`src/hdl/periph_map_pkg.sv`:
```
/* Bus types and address map of the peripheral subsystem.
   Region in addr[11:8]; peers decode only the low 8 offset bits */
`default_nettype none

package periph_map_pkg;

    // ------------------------------------------------------------------------
    // Register bus
    // ------------------------------------------------------------------------
    localparam int ADDR_W = 12;
    localparam int DATA_W = 32;
    localparam int OFS_W  = 8;                  // Offset bits inside a region

    typedef enum logic {
        BUS_READ  = 1'b0,
        BUS_WRITE = 1'b1
    } bus_op_e;

    typedef struct packed {
        logic              valid;               // One-cycle strobe
        bus_op_e           op;
        logic [ADDR_W-1:0] addr;
        logic [DATA_W-1:0] wdata;
    } bus_req_t;

    typedef struct packed {
        logic              ready;               // Exactly one cycle after valid
        logic              error;               // Unmapped region
        logic [DATA_W-1:0] rdata;
    } bus_resp_t;

    typedef logic [DATA_W-1:0] peer_rdata_t;

    // ------------------------------------------------------------------------
    // Address map
    // ------------------------------------------------------------------------
    typedef enum logic [ADDR_W-OFS_W-1:0] {
        REGION_GPIO = 4'd0,
        REGION_RNG  = 4'd1,
        REGION_IRQ  = 4'd2
    } region_e;

    localparam logic [OFS_W-1:0] GPIO_LEDS_OFS  = 8'h00;
    localparam logic [OFS_W-1:0] GPIO_DIP_OFS   = 8'h04;
    localparam logic [OFS_W-1:0] GPIO_MASK_OFS  = 8'h08;
    localparam logic [OFS_W-1:0] RNG_DATA_OFS   = 8'h00;   // Read pops the FIFO
    localparam logic [OFS_W-1:0] RNG_STATUS_OFS = 8'h04;

    localparam logic [DATA_W-1:0] BAD_DATA = 32'hDEAD_BEEF;

    // Random source
    localparam logic [DATA_W-1:0] RNG_SEED  = 32'hACE1_2468;
    localparam logic [DATA_W-1:0] RNG_TAPS  = 32'h8020_0003;
    localparam int                RNG_DEPTH = 8;
    localparam int                RNG_PTR_W = $clog2(RNG_DEPTH);
    localparam int                RNG_CNT_W = $clog2(RNG_DEPTH + 1);

endpackage

`default_nettype wire

```
`src/hdl/periph_irq_pkg.sv`:
```
/* Interrupt controller sizes and register layout.
   Source id 0 means none; irq_src_t bit 0 carries source id 1 */
`default_nettype none

package periph_irq_pkg;

    // ------------------------------------------------------------------------
    // Sizes
    // ------------------------------------------------------------------------
    localparam int NUM_SOURCES = 2;
    localparam int NUM_TARGETS = 2;
    localparam int PRIO_W      = 3;
    localparam int SRC_ID_W    = $clog2(NUM_SOURCES + 1);

    typedef logic [NUM_SOURCES-1:0] irq_src_t;     // Level per source

    typedef enum logic [1:0] {
        GW_IDLE    = 2'd0,
        GW_PENDING = 2'd1,
        GW_SERVICE = 2'd2                            // Claimed and waiting for complete
    } gw_state_e;

    // ------------------------------------------------------------------------
    // Register offsets, one word per entry
    // ------------------------------------------------------------------------
    localparam logic [7:0] IRQ_PRIO_OFS   = 8'h00;   // Word per source id
    localparam logic [7:0] IRQ_ENABLE_OFS = 8'h20;   // Word per target
    localparam logic [7:0] IRQ_THRESH_OFS = 8'h40;
    localparam logic [7:0] IRQ_CLAIM_OFS  = 8'h60;   // A read claims and a write completes

endpackage

`default_nettype wire

```
`src/hdl/periph_decoder.sv`:
```
/* Single-master address decoder. No back-pressure: every request
   gets its response exactly one cycle later */
`default_nettype none

module periph_decoder import periph_map_pkg::*;
(
    input  logic        clk_i,
    input  logic        reset_i,
    input  bus_req_t    req_i,
    output bus_resp_t   resp_o,
    output bus_req_t    gpio_req_o,
    output bus_req_t    rng_req_o,
    output bus_req_t    irq_req_o,
    input  peer_rdata_t gpio_rdata_i,
    input  peer_rdata_t rng_rdata_i,
    input  peer_rdata_t irq_rdata_i
);

    logic [ADDR_W-OFS_W-1:0] region_field;
    region_e                 sel_region;
    logic                    sel_hit;

    logic    valid_q;
    logic    hit_q;
    region_e region_q;

    assign region_field = req_i.addr[ADDR_W-1:OFS_W];

    always_comb
    begin
        sel_region = REGION_GPIO;
        sel_hit    = 1'b1;
        case (region_field)
            REGION_GPIO: sel_region = REGION_GPIO;
            REGION_RNG:  sel_region = REGION_RNG;
            REGION_IRQ:  sel_region = REGION_IRQ;
            default:     sel_hit    = 1'b0;    // Regions 3 to 15
        endcase
    end

    // Payload goes to every peer but valid only to the selected one
    always_comb
    begin
        gpio_req_o       = req_i;
        rng_req_o        = req_i;
        irq_req_o        = req_i;
        gpio_req_o.valid = req_i.valid && sel_hit && (sel_region == REGION_GPIO);
        rng_req_o.valid  = req_i.valid && sel_hit && (sel_region == REGION_RNG);
        irq_req_o.valid  = req_i.valid && sel_hit && (sel_region == REGION_IRQ);
    end

    always_ff @(posedge clk_i)
    begin
        if (reset_i)
        begin
            valid_q  <= 1'b0;
            hit_q    <= 1'b0;
            region_q <= REGION_GPIO;
        end
        else
        begin
            valid_q  <= req_i.valid;
            hit_q    <= sel_hit;
            region_q <= sel_region;
        end
    end

    // Response stage
    always_comb
    begin
        resp_o.ready = valid_q;
        resp_o.error = valid_q && !hit_q;
        if (!hit_q)
            resp_o.rdata = BAD_DATA;
        else
        begin
            case (region_q)
                REGION_RNG: resp_o.rdata = rng_rdata_i;
                REGION_IRQ: resp_o.rdata = irq_rdata_i;
                default:    resp_o.rdata = gpio_rdata_i;
            endcase
        end
    end

endmodule

`default_nettype wire

```
`src/hdl/gpio_regs.sv`:
```
/* LED and interrupt mask registers plus DIP switch input.
   Interrupt is a level, combinational from mask and switches */
`default_nettype none

module gpio_regs import periph_map_pkg::*;
(
    input  logic        clk_i,
    input  logic        reset_i,
    input  bus_req_t    req_i,
    output peer_rdata_t rdata_o,
    input  logic [7:0]  dip_switches_i,
    output logic [7:0]  leds_o,
    output logic        irq_o
);

    logic [OFS_W-1:0] ofs;
    logic             rd_en;
    logic             wr_en;
    logic [7:0]       mask_q;
    peer_rdata_t      rd_word;

    assign ofs   = req_i.addr[OFS_W-1:0];
    assign rd_en = req_i.valid && (req_i.op == BUS_READ);
    assign wr_en = req_i.valid && (req_i.op == BUS_WRITE);

    always_ff @(posedge clk_i)
    begin
        if (reset_i)
        begin
            leds_o <= '0;
            mask_q <= '0;
        end
        else if (wr_en)
        begin
            if (ofs == GPIO_LEDS_OFS)
                leds_o <= req_i.wdata[7:0];
            if (ofs == GPIO_MASK_OFS)
                mask_q <= req_i.wdata[7:0];
        end
    end

    always_comb
    begin
        case (ofs)
            GPIO_LEDS_OFS: rd_word = DATA_W'(leds_o);
            GPIO_DIP_OFS:  rd_word = DATA_W'(dip_switches_i);
            GPIO_MASK_OFS: rd_word = DATA_W'(mask_q);
            default:       rd_word = '0;
        endcase
    end

    // Held for the decoder's response cycle; writes return zero
    always_ff @(posedge clk_i)
    begin
        rdata_o <= rd_en ? rd_word : '0;
    end

    assign irq_o = |(dip_switches_i & mask_q);

endmodule

`default_nettype wire

```
`src/hdl/rng_fifo.sv`:
```
/* Galois LFSR feeding an 8-deep FIFO; not a secure random source.
   Pushes every cycle the FIFO is not full. Writes are ignored */
`default_nettype none

module rng_fifo import periph_map_pkg::*;
(
    input  logic        clk_i,
    input  logic        reset_i,
    input  bus_req_t    req_i,
    output peer_rdata_t rdata_o,
    output logic        full_o
);

    logic [OFS_W-1:0]     ofs;
    logic                 rd_en;
    logic [DATA_W-1:0]    lfsr_q;
    logic [DATA_W-1:0]    lfsr_next;

    logic [DATA_W-1:0]    mem [RNG_DEPTH];
    logic [RNG_PTR_W-1:0] wr_ptr_q;
    logic [RNG_PTR_W-1:0] rd_ptr_q;
    logic [RNG_CNT_W-1:0] count_q;
    logic                 empty;
    logic                 push;
    logic                 pop;
    peer_rdata_t          rd_word;

    assign ofs   = req_i.addr[OFS_W-1:0];
    assign rd_en = req_i.valid && (req_i.op == BUS_READ);

    // ------------------------------------------------------------------------
    // Random source
    // ------------------------------------------------------------------------
    assign lfsr_next = lfsr_q[0] ? ((lfsr_q >> 1) ^ RNG_TAPS) : (lfsr_q >> 1);

    always_ff @(posedge clk_i)
    begin
        if (reset_i)
            lfsr_q <= RNG_SEED;
        else if (push)
            lfsr_q <= lfsr_next;                // Steps only when a word is taken
    end

    // ------------------------------------------------------------------------
    // FIFO
    // ------------------------------------------------------------------------
    assign full_o = (count_q == RNG_CNT_W'(RNG_DEPTH));
    assign empty  = (count_q == '0);
    assign push   = !full_o;
    assign pop    = rd_en && (ofs == RNG_DATA_OFS) && !empty;

    always_ff @(posedge clk_i)
    begin
        if (reset_i)
        begin
            wr_ptr_q <= '0;
            rd_ptr_q <= '0;
            count_q  <= '0;
        end
        else
        begin
            if (push)
                wr_ptr_q <= wr_ptr_q + 1'b1;    // Wraps at depth 8
            if (pop)
                rd_ptr_q <= rd_ptr_q + 1'b1;
            if (push && !pop)
                count_q <= count_q + 1'b1;
            else if (pop && !push)
                count_q <= count_q - 1'b1;
        end
    end

    always_ff @(posedge clk_i)
    begin
        if (push)
            mem[wr_ptr_q] <= lfsr_q;
    end

    always_comb
    begin
        case (ofs)
            RNG_DATA_OFS:   rd_word = empty ? '0 : mem[rd_ptr_q];
            RNG_STATUS_OFS: rd_word = {full_o, empty, {(DATA_W-2-RNG_CNT_W){1'b0}}, count_q};
            default:        rd_word = '0;
        endcase
    end

    always_ff @(posedge clk_i)
    begin
        rdata_o <= rd_en ? rd_word : '0;
    end

endmodule

`default_nettype wire

```
`src/hdl/irq_controller.sv`:
```
/* Level-only interrupt controller with claim and complete per target.
   Priority must exceed the target threshold; ties go to the lower id */
`default_nettype none

module irq_controller
    import periph_map_pkg::*;
    import periph_irq_pkg::*;
(
    input  logic                   clk_i,
    input  logic                   reset_i,
    input  bus_req_t               req_i,
    output peer_rdata_t            rdata_o,
    input  irq_src_t               sources_i,
    output logic [NUM_TARGETS-1:0] irq_o
);

    logic [OFS_W-1:0]    ofs;
    logic [2:0]          grp;                   // Register group from ofs[7:5]
    logic [2:0]          idx;                   // Word within the group
    logic                rd_en;
    logic                wr_en;

    logic [PRIO_W-1:0]   prio_q   [NUM_SOURCES];
    irq_src_t            en_q     [NUM_TARGETS];
    logic [PRIO_W-1:0]   thresh_q [NUM_TARGETS];
    gw_state_e           gw_q     [NUM_SOURCES];

    logic [SRC_ID_W-1:0] cand_id  [NUM_TARGETS];
    irq_src_t            claim_take;
    irq_src_t            complete;
    peer_rdata_t         rd_word;

    assign ofs   = req_i.addr[OFS_W-1:0];
    assign grp   = ofs[7:5];
    assign idx   = ofs[4:2];
    assign rd_en = req_i.valid && (req_i.op == BUS_READ);
    assign wr_en = req_i.valid && (req_i.op == BUS_WRITE);

    // ------------------------------------------------------------------------
    // Candidate per target
    // ------------------------------------------------------------------------
    always_comb
    begin
        logic [PRIO_W-1:0] best_prio;
        for (int t = 0; t < NUM_TARGETS; t++)
        begin
            best_prio  = thresh_q[t];
            cand_id[t] = '0;
            for (int s = 0; s < NUM_SOURCES; s++)
            begin
                // Strict compare keeps the lower id on a tie
                if (gw_q[s] == GW_PENDING && en_q[t][s] && prio_q[s] > best_prio)
                begin
                    best_prio  = prio_q[s];
                    cand_id[t] = SRC_ID_W'(s + 1);
                end
            end
        end
    end

    // Claim reads and complete writes decoded per source
    always_comb
    begin
        claim_take = '0;
        complete   = '0;
        for (int s = 0; s < NUM_SOURCES; s++)
        begin
            for (int t = 0; t < NUM_TARGETS; t++)
            begin
                if (rd_en && grp == IRQ_CLAIM_OFS[7:5] && idx == t
                    && cand_id[t] == SRC_ID_W'(s + 1))
                    claim_take[s] = 1'b1;
            end
            if (wr_en && grp == IRQ_CLAIM_OFS[7:5] && idx < NUM_TARGETS
                && req_i.wdata == DATA_W'(s + 1))
                complete[s] = 1'b1;
        end
    end

    // ------------------------------------------------------------------------
    // Gateways and configuration registers
    // ------------------------------------------------------------------------
    always_ff @(posedge clk_i)
    begin
        if (reset_i)
        begin
            for (int s = 0; s < NUM_SOURCES; s++)
            begin
                gw_q[s]   <= GW_IDLE;
                prio_q[s] <= '0;
            end
            for (int t = 0; t < NUM_TARGETS; t++)
            begin
                en_q[t]     <= '0;
                thresh_q[t] <= '0;
            end
            irq_o <= '0;
        end
        else
        begin
            for (int s = 0; s < NUM_SOURCES; s++)
            begin
                case (gw_q[s])
                    GW_IDLE:    if (sources_i[s])  gw_q[s] <= GW_PENDING;
                    GW_PENDING: if (claim_take[s]) gw_q[s] <= GW_SERVICE;
                    GW_SERVICE: if (complete[s])   gw_q[s] <= GW_IDLE;
                    default:    gw_q[s] <= GW_IDLE;
                endcase
                if (wr_en && grp == IRQ_PRIO_OFS[7:5] && idx == s + 1)
                    prio_q[s] <= req_i.wdata[PRIO_W-1:0];
            end
            for (int t = 0; t < NUM_TARGETS; t++)
            begin
                if (wr_en && grp == IRQ_ENABLE_OFS[7:5] && idx == t)
                    en_q[t] <= req_i.wdata[NUM_SOURCES:1];  // Bit s is source id s
                if (wr_en && grp == IRQ_THRESH_OFS[7:5] && idx == t)
                    thresh_q[t] <= req_i.wdata[PRIO_W-1:0];
                irq_o[t] <= (cand_id[t] != '0);
            end
        end
    end

    // ------------------------------------------------------------------------
    // Read back
    // ------------------------------------------------------------------------
    always_comb
    begin
        rd_word = '0;
        for (int s = 0; s < NUM_SOURCES; s++)
        begin
            if (grp == IRQ_PRIO_OFS[7:5] && idx == s + 1)
                rd_word = DATA_W'(prio_q[s]);
        end
        for (int t = 0; t < NUM_TARGETS; t++)
        begin
            if (idx == t)
            begin
                if (grp == IRQ_ENABLE_OFS[7:5])
                    rd_word = DATA_W'({en_q[t], 1'b0});
                else if (grp == IRQ_THRESH_OFS[7:5])
                    rd_word = DATA_W'(thresh_q[t]);
                else if (grp == IRQ_CLAIM_OFS[7:5])
                    rd_word = DATA_W'(cand_id[t]);   // 0 when nothing qualifies
            end
        end
    end

    always_ff @(posedge clk_i)
    begin
        rdata_o <= rd_en ? rd_word : '0;
    end

endmodule

`default_nettype wire

```
`src/hdl/periph_top.sv`:
```
/* Peripheral subsystem with a decoder and GPIO, RNG and interrupt peers.
   Interrupt sources are level only */
`default_nettype none

module periph_top
    import periph_map_pkg::*;
    import periph_irq_pkg::*;
(
    input  logic                   clk_i,
    input  logic                   reset_i,
    input  bus_req_t               req_i,
    output bus_resp_t              resp_o,
    input  logic [7:0]             dip_switches_i,
    output logic [7:0]             leds_o,
    output logic [NUM_TARGETS-1:0] irq_o
);

    bus_req_t    gpio_req;
    bus_req_t    rng_req;
    bus_req_t    irq_req;
    peer_rdata_t gpio_rdata;
    peer_rdata_t rng_rdata;
    peer_rdata_t irq_rdata;
    irq_src_t    irq_sources;

    periph_decoder periph_decoder_inst (
        .clk_i        ( clk_i      ),
        .reset_i      ( reset_i    ),
        .req_i        ( req_i      ),
        .resp_o       ( resp_o     ),
        .gpio_req_o   ( gpio_req   ),
        .rng_req_o    ( rng_req    ),
        .irq_req_o    ( irq_req    ),
        .gpio_rdata_i ( gpio_rdata ),
        .rng_rdata_i  ( rng_rdata  ),
        .irq_rdata_i  ( irq_rdata  )
    );

    gpio_regs gpio_regs_inst (
        .clk_i          ( clk_i          ),
        .reset_i        ( reset_i        ),
        .req_i          ( gpio_req       ),
        .rdata_o        ( gpio_rdata     ),
        .dip_switches_i ( dip_switches_i ),
        .leds_o         ( leds_o         ),
        .irq_o          ( irq_sources[0] )  // Source id 1
    );

    rng_fifo rng_fifo_inst (
        .clk_i   ( clk_i          ),
        .reset_i ( reset_i        ),
        .req_i   ( rng_req        ),
        .rdata_o ( rng_rdata      ),
        .full_o  ( irq_sources[1] )         // Source id 2
    );

    irq_controller irq_controller_inst (
        .clk_i     ( clk_i       ),
        .reset_i   ( reset_i     ),
        .req_i     ( irq_req     ),
        .rdata_o   ( irq_rdata   ),
        .sources_i ( irq_sources ),
        .irq_o     ( irq_o       )
    );

endmodule

`default_nettype wire

```
`config.mk`:
```
export PLATFORM = sky130hd
export DESIGN_NAME = periph_top
export DESIGN_NICKNAME = d
export VERILOG_FILES = /design/src/hdl/periph_map_pkg.sv /design/src/hdl/periph_irq_pkg.sv /design/src/hdl/periph_decoder.sv /design/src/hdl/gpio_regs.sv /design/src/hdl/rng_fifo.sv /design/src/hdl/irq_controller.sv /design/src/hdl/periph_top.sv
export SDC_FILE = /design/constraint.sdc
export NUM_CORES = 1
export LEC_CHECK = 0
export ABC_AREA = 1
export BUFFER_PORTS_ARGS = -buffer_cell sky130_fd_sc_hd__buf_2
export CORE_MARGIN = 4
export CORE_UTILIZATION = 55
export DETAILED_ROUTE_END_ITERATION = 7
export PLACE_DENSITY_LB_ADDON = 0.08
export SYNTH_ARGS = -nofsm -noshare
export SYNTH_HDL_FRONTEND = slang
export SYNTH_HIERARCHICAL = 1
export SYNTH_SLANG_ARGS = --single-unit
```
`constraint.sdc`:
```
create_clock -name clk_i -period 3.4 [get_ports clk_i]
set_clock_uncertainty 0.1 [all_clocks]
set_input_delay 0.68 -clock clk_i [delete_from_list [all_inputs] [get_ports clk_i]]
set_output_delay 0.68 -clock clk_i [all_outputs]
set_load 0.005 [all_outputs]
```
==> flow_summary.yaml, run 1 <==
outcome:
  outcome: "finished clean"
finish:
  post-route-cell-area_um2: 19770
  ff_latch_area_um2: 10490
  synthesis_to_finish_area_growth_pct: 9.246
  fin_nets: 2013
  number_of_fill_cells_in_the_layout: 2777
  multi_input_area_um2: 5827
  utilization: 0.6091
  final_layout_size_suffix_gt1_frac: 0.1517
  diodes: 0
floorplanning:
  die_h_um: 189.4
  die-width_um: 189.4
  placeableCoreArea_um2: 32450
  starting_density_of_the_core: 0.5575
  number_of_top_level_pins: 100
  die_area_um2: 35860
  core_rows: 66
sta:
  grt_setup_unrepaired: "no"
  slew_viol_final: 0
  slew_headroom: 0.3298
  timing.fmax_mhz: 335.2
  tightest_slew_ns: 1.004
  finalSetupViolCount: 0
  final.setup.tns_ns: 0
  hold_viol: 0
  post-route-min-period_ns: 2.983
  layout_worst_path_cycle_share: 0.8773
hold_path:
  min-delay-path-class: "input pin to register"
route:
  ant_nets: 0
  detail_route.wl_per_cell_um: 17.60
  num_vias: 12620
  post-route-drc-count: 0
  initialDrtViolationCount: 913
  first_pass_iters: 5
  detail_route.wirelength_mm: 42.48
  post_drt_via_cell_ratio: 5.232
pwr:
  vdd_drop_max_mv: 0.5575
  power_density_nw_per_um2: 549.8
  p_leak_uw: 0.007906
global_route:
  grt_most_used_layer: "met2"
  grt.met3_usage: 0.03355
  grt_remaining_overflow: 0
  grt_pass1_vias: 12070
  wire_length_of_the_first_global_routing_pass_mm: 66.15
  grt.total_usage: 0.2347
  met1_usage: 0.3161
  grt_start_max_net_pins: 129
  grt_met2_use: 0.3948
  grt_antenna_before_repair: 0
logic_synthesis:
  synth_area_per_cell_um2: 9.443
  synth_area_um2: 18090
  syn-instance-count: 1916
  yosys_warnings: 6
clock_network:
  clock_latency_ns: 0.56
  clkSinkCount: 386
  htree_levels: 2
  clk_pin_slew_ns: 0.06
  tritoncts.num_buffers: 42
  cts_hold_buf: 0
  cts_setup_buffers: 0
  cts_tree: "done"
  post_cts.resized_instances: 0
  cts-root-to-sink-buffers: 3
  cts-root-buf: "clkbuf_16"
critical_path:
  timing.critical_path.from_type: "register"
  worst-path-max-fanout: 4
  cp_data_required_time_ns: 3.59
  worst_ep_arrival_time_ns: 3.17
  setup.worst_path.end_class: "register"
  critPathKind: "register to register"
place:
  finalWeightedCongestion: 0.8792
  dp_hpwl_mm: 26.39
  placed_cell_area_um2: 18290
  port_buffers: 99
run:
  max-cap-violations: 0
## layer usage
metal / share of wire / vias to the layer above
met5: 0 / -
met3: 0.052 / 95
met2: 0.48 / 331
met4: 0.028 / 0
li1: - / 6231
met1: 0.44 / 5967
## final timing paths
path	startpoint	end	slack, ns	cells after the start
worst min-delay path	req_i[45]	periph_decoder_inst/valid_q	0.29	3
worst max-delay path	irq_controller_inst/prio_q[0][2]	irq_controller_inst/gw_q[1][1]	0.42	13
worst max register to register	irq_controller_inst/prio_q[0][2]	irq_controller_inst/gw_q[1][1]	0.42	13
worst min register to register	rng_fifo_inst/rd_ptr_q[1]	register	0.39	2
## state kept, by name (all words and copies together) (netlist names), named ones only
| register | count |
|---|---|
| rng_fifo_inst/mem | 256 |
| rng_fifo_inst/lfsr_q | 32 |
| rng_fifo_inst/rdata_o | 32 |
| gpio_regs_inst/leds_o | 8 |
| gpio_regs_inst/mask_q | 8 |
| gpio_regs_inst/rdata_o | 8 |
| irq_controller_inst/prio_q | 6 |
| irq_controller_inst/thresh_q | 6 |
| irq_controller_inst/en_q | 4 |
| irq_controller_inst/gw_q | 4 |
| rng_fifo_inst/count_q | 4 |
| irq_controller_inst/rdata_o | 3 |
| rng_fifo_inst/rd_ptr_q | 3 |
| rng_fifo_inst/wr_ptr_q | 3 |
| irq_controller_inst/irq_o | 2 |
| periph_decoder_inst/region_q | 2 |
| periph_decoder_inst/hit_q | 1 |
| periph_decoder_inst/valid_q | 1 |
## metrics by stage
stage	power, uW	instances	hold WS, ns	setup slack, ns
after detailed placement	6198	2335	0.3845	0.4853
final	10870	2413	0.2867	0.4171
after floorplan	6031	1967	0.3587	0.4789
after CTS	10970	2413	0.2639	0.4253
after global placement	6182	2335	0.3743	0.4986
after global routing	11270	2413	0.3126	0.2167
## cells in the final DEF, fill, tap and decap left out, drive strengths merged, types with 2 or more instances in the layout
cell type    n
clkinv      18
nand3      102
inv        154
edfxtp     275
nor3         6
conb        53
nor4         2
a21oi       92
buf        130
xor2         4
clkbuf      54
and2         2
or2          2
bufinv       7
nor3b        5
nand2      387
ha          19
a211oi       2
clkinvlp     2
dfxtp      111
o22ai       26
o211ai       2
nor2       311
o21ai      187
nand4        9
## area by class of cell
type	count	share of cell area
Inverter	157	0.03019
Tap cell	442	0.02798
Timing Repair Buffer	130	0.04190
Sequential cell	386	0.5304
Clock inverter	24	0.01715
Multi-Input combinational cell	1220	0.2948
Clock buffer	54	0.05754
## report_power, final
| group | leakage (uW) | internal [uW] | switching [uW] |
|---|---|---|---|
| Combinational | 0.00374 | 204 | 425 |
| Clock | 0.000724 | 2920 | 1850 |
| Sequential | 0.00344 | 5330 | 143 |
| Total | 0.00791 | 8450 | 2410 |
## worst max-delay path: stages, from the launching register on
cell	delay (ns)
edfxtp_1	0.44
ha_1	0.32
a21oi_1	0.14
o21ai_0	0.09
and2_2	0.22
o21ai_0	0.23
ha_1	0.31
a21oi_1	0.14
o21ai_0	0.09
nand3_1	0.15
inv_1	0.09
a21oi_1	0.24
nand3b_1	0.14
inv_1	0.04
No activity file was read; power rests on OpenSTA's default activity.
==> run 2: changes to the inputs <==
Settings changed: CORE_UTILIZATION 55 to 62.
==> flow_summary.yaml, run 2 (same netlist as run 1, synthesis figures left out) <==
outcome:
  outcome: "finished clean"
sta:
  layout_worst_path_cycle_share: 0.8717
  finalSetupViolCount: 0
  slew_headroom: 0.2594
  slew_viol_final: 0
  post-route-min-period_ns: 2.964
  final.setup.tns_ns: 0
  hold_viol: 0
  timing.fmax_mhz: 337.4
  grt_setup_unrepaired: "no"
  holdWs_ns: 0.3030
  tightest_slew_ns: 1.111
clock_network:
  clock_latency_ns: 0.53
  post_cts.resized_instances: 0
  htree_levels: 2
  cts_hold_buf: 0
  cts-root-buf: "clkbuf_16"
  cts_tree: "done"
  tritoncts.num_buffers: 40
  cts-root-to-sink-buffers: 3
  clkSinkCount: 386
  cts_setup_buffers: 0
  clk_pin_slew_ns: 0.07
route:
  detail_route.wirelength_mm: 41.22
  post-route-drc-count: 0
  ant_nets: 0
  initialDrtViolationCount: 974
  first_pass_iters: 5
  post_drt_via_cell_ratio: 5.383
  detail_route.wl_per_cell_um: 17.54
  num_vias: 12650
pwr:
  p_leak_uw: 0.007842
  net_sw_frac: 0.2204
  clkPwrFrac: 0.426
  power_density_nw_per_um2: 542.9
  fraction_of_power_consumed_by_combinational_cells: 0.060
  vdd_drop_max_mv: 0.6712
  total_switching_power_uw: 2342
  p_int_uw: 8285
  post-layout-total-power_uw: 10630
  p_seq_frac: 0.514
hold_path:
  min-delay-path-class: "input pin to register"
finish:
  registers.top_by_ff_count: "rng_fifo_inst/mem"
  layout_common_cells: "378 x nand2_1, 287 x nor2_1, 275 x edfxtp_1"
  largest_register_ffs: 256
  layout_commonest_cell: "nand2_1"
  utilization: 0.6801
  largest_registers: "rng_fifo_inst/mem: 256 flops, rng_fifo_inst/lfsr_q: 32 flops, rng_fifo_inst/rdata_o: 32 flops"
  finalNonFillerCells: 2350
  synthesis_to_finish_area_growth_pct: 8.181
  final_layout_size_suffix_gt1_frac: 0.1495
  diodes: 0
  fin_nets: 2010
critical_path:
  cp_common_cell: "nor2_1"
  cp_data_required_time_ns: 2.62
  critPathKind: "register to output pin"
  timing.critical_path.max_delay_family: "buffers and inverters"
  critical_path_s_largest_stage_delay_ns: 0.50
  worst_ep_arrival_time_ns: 2.18
  worst-path-max-fanout: 40
  timing.critical_path.slowest_stage_cell: "inv_2"
  cp_num_buf_inv: 3
  worstPathCellList: "inv_1 -> ha_1 -> inv_2 -> nand2_1 -> nor2_1 -> nor2_1 -> buf_2"
  timing.critical_path.from_type: "register"
  setup.worst_path.end_class: "output pin"
floorplanning:
  die_area_um2: 31980
  die_h_um: 178.8
  core_rows: 62
  die-width_um: 178.8
  starting_density_of_the_core: 0.6287
  placeableCoreArea_um2: 28780
  number_of_top_level_pins: 100
place:
  port_buffers: 99
  place.detailed.instances: 2276
  finalWeightedCongestion: 0.9052
  dp_hpwl_mm: 25.76
global_route:
  grt_antenna_before_repair: 0
  wire_length_of_the_first_global_routing_pass_mm: 64.50
  grt.total_usage: 0.2583
  grt_remaining_overflow: 0
  grt_start_max_net_pins: 101
  grt_pass1_vias: 12050
run:
  max-cap-violations: 0
==> run 2: path summary, 6_finish.rpt <==
kind	start	endpoint	slack, ns	cells after the start
worst max-delay path	periph_decoder_inst/region_q[0]	resp_o[20]	0.44	7
worst min-delay path	reset_i	irq_controller_inst/irq_o[0]	0.30	2
worst max register to register	irq_controller_inst/thresh_q[0][5]	irq_controller_inst/gw_q[0][1]	0.50	15
worst min register to register	gpio_regs_inst/mask_q[2]	gpio_regs_inst/mask_q[2]	0.40	2
==> run 2: metrics by stage <==
| stage | area [um^2] | setup slack (ns) |
|---|---|---|
| 2_1_floorplan | 18290 | 0.4789 |
| 3_3_place_gp | 18170 | 0.4818 |
| 3_5_place_dp | 18170 | 0.4611 |
| 4_1_cts | 19570 | 0.4147 |
| 5_1_grt | 19570 | 0.1437 |
| 6_report | 19570 | 0.4362 |
==> run 2: power by group through the flow <==
stage                     clock [uW]  combinational (uW)  sequential [uW]
after floorplan                    0                 505             5530
after global placement             0                 619             5560
after detailed placement           0                 633             5570
after CTS                       4600                 638             5470
after global routing            4810                 713             5490
final                           4530                 635             5470
==> run 2: final cells by class <==
| cell class | count | area, um^2 |
|---|---|---|
| Tap cell | 384 | 480.5 |
| Inverter | 157 | 596.8 |
| Clock buffer | 52 | 1097 |
| Multi-Input combinational cell | 1220 | 5827 |
| Timing Repair Buffer | 129 | 783.3 |
| Fill cell | 2285 | 9206 |
| Clock inverter | 22 | 304.0 |
| Sequential cell | 386 | 10490 |
==> run 2: layer usage <==
layer | global-route usage | wire (um)
met2 | 0.4287 | 19560
met3 | 0.03922 | 2823
met4 | 0.08571 | 1165
met5 | 0 | 0
met1 | 0.3514 | 17670
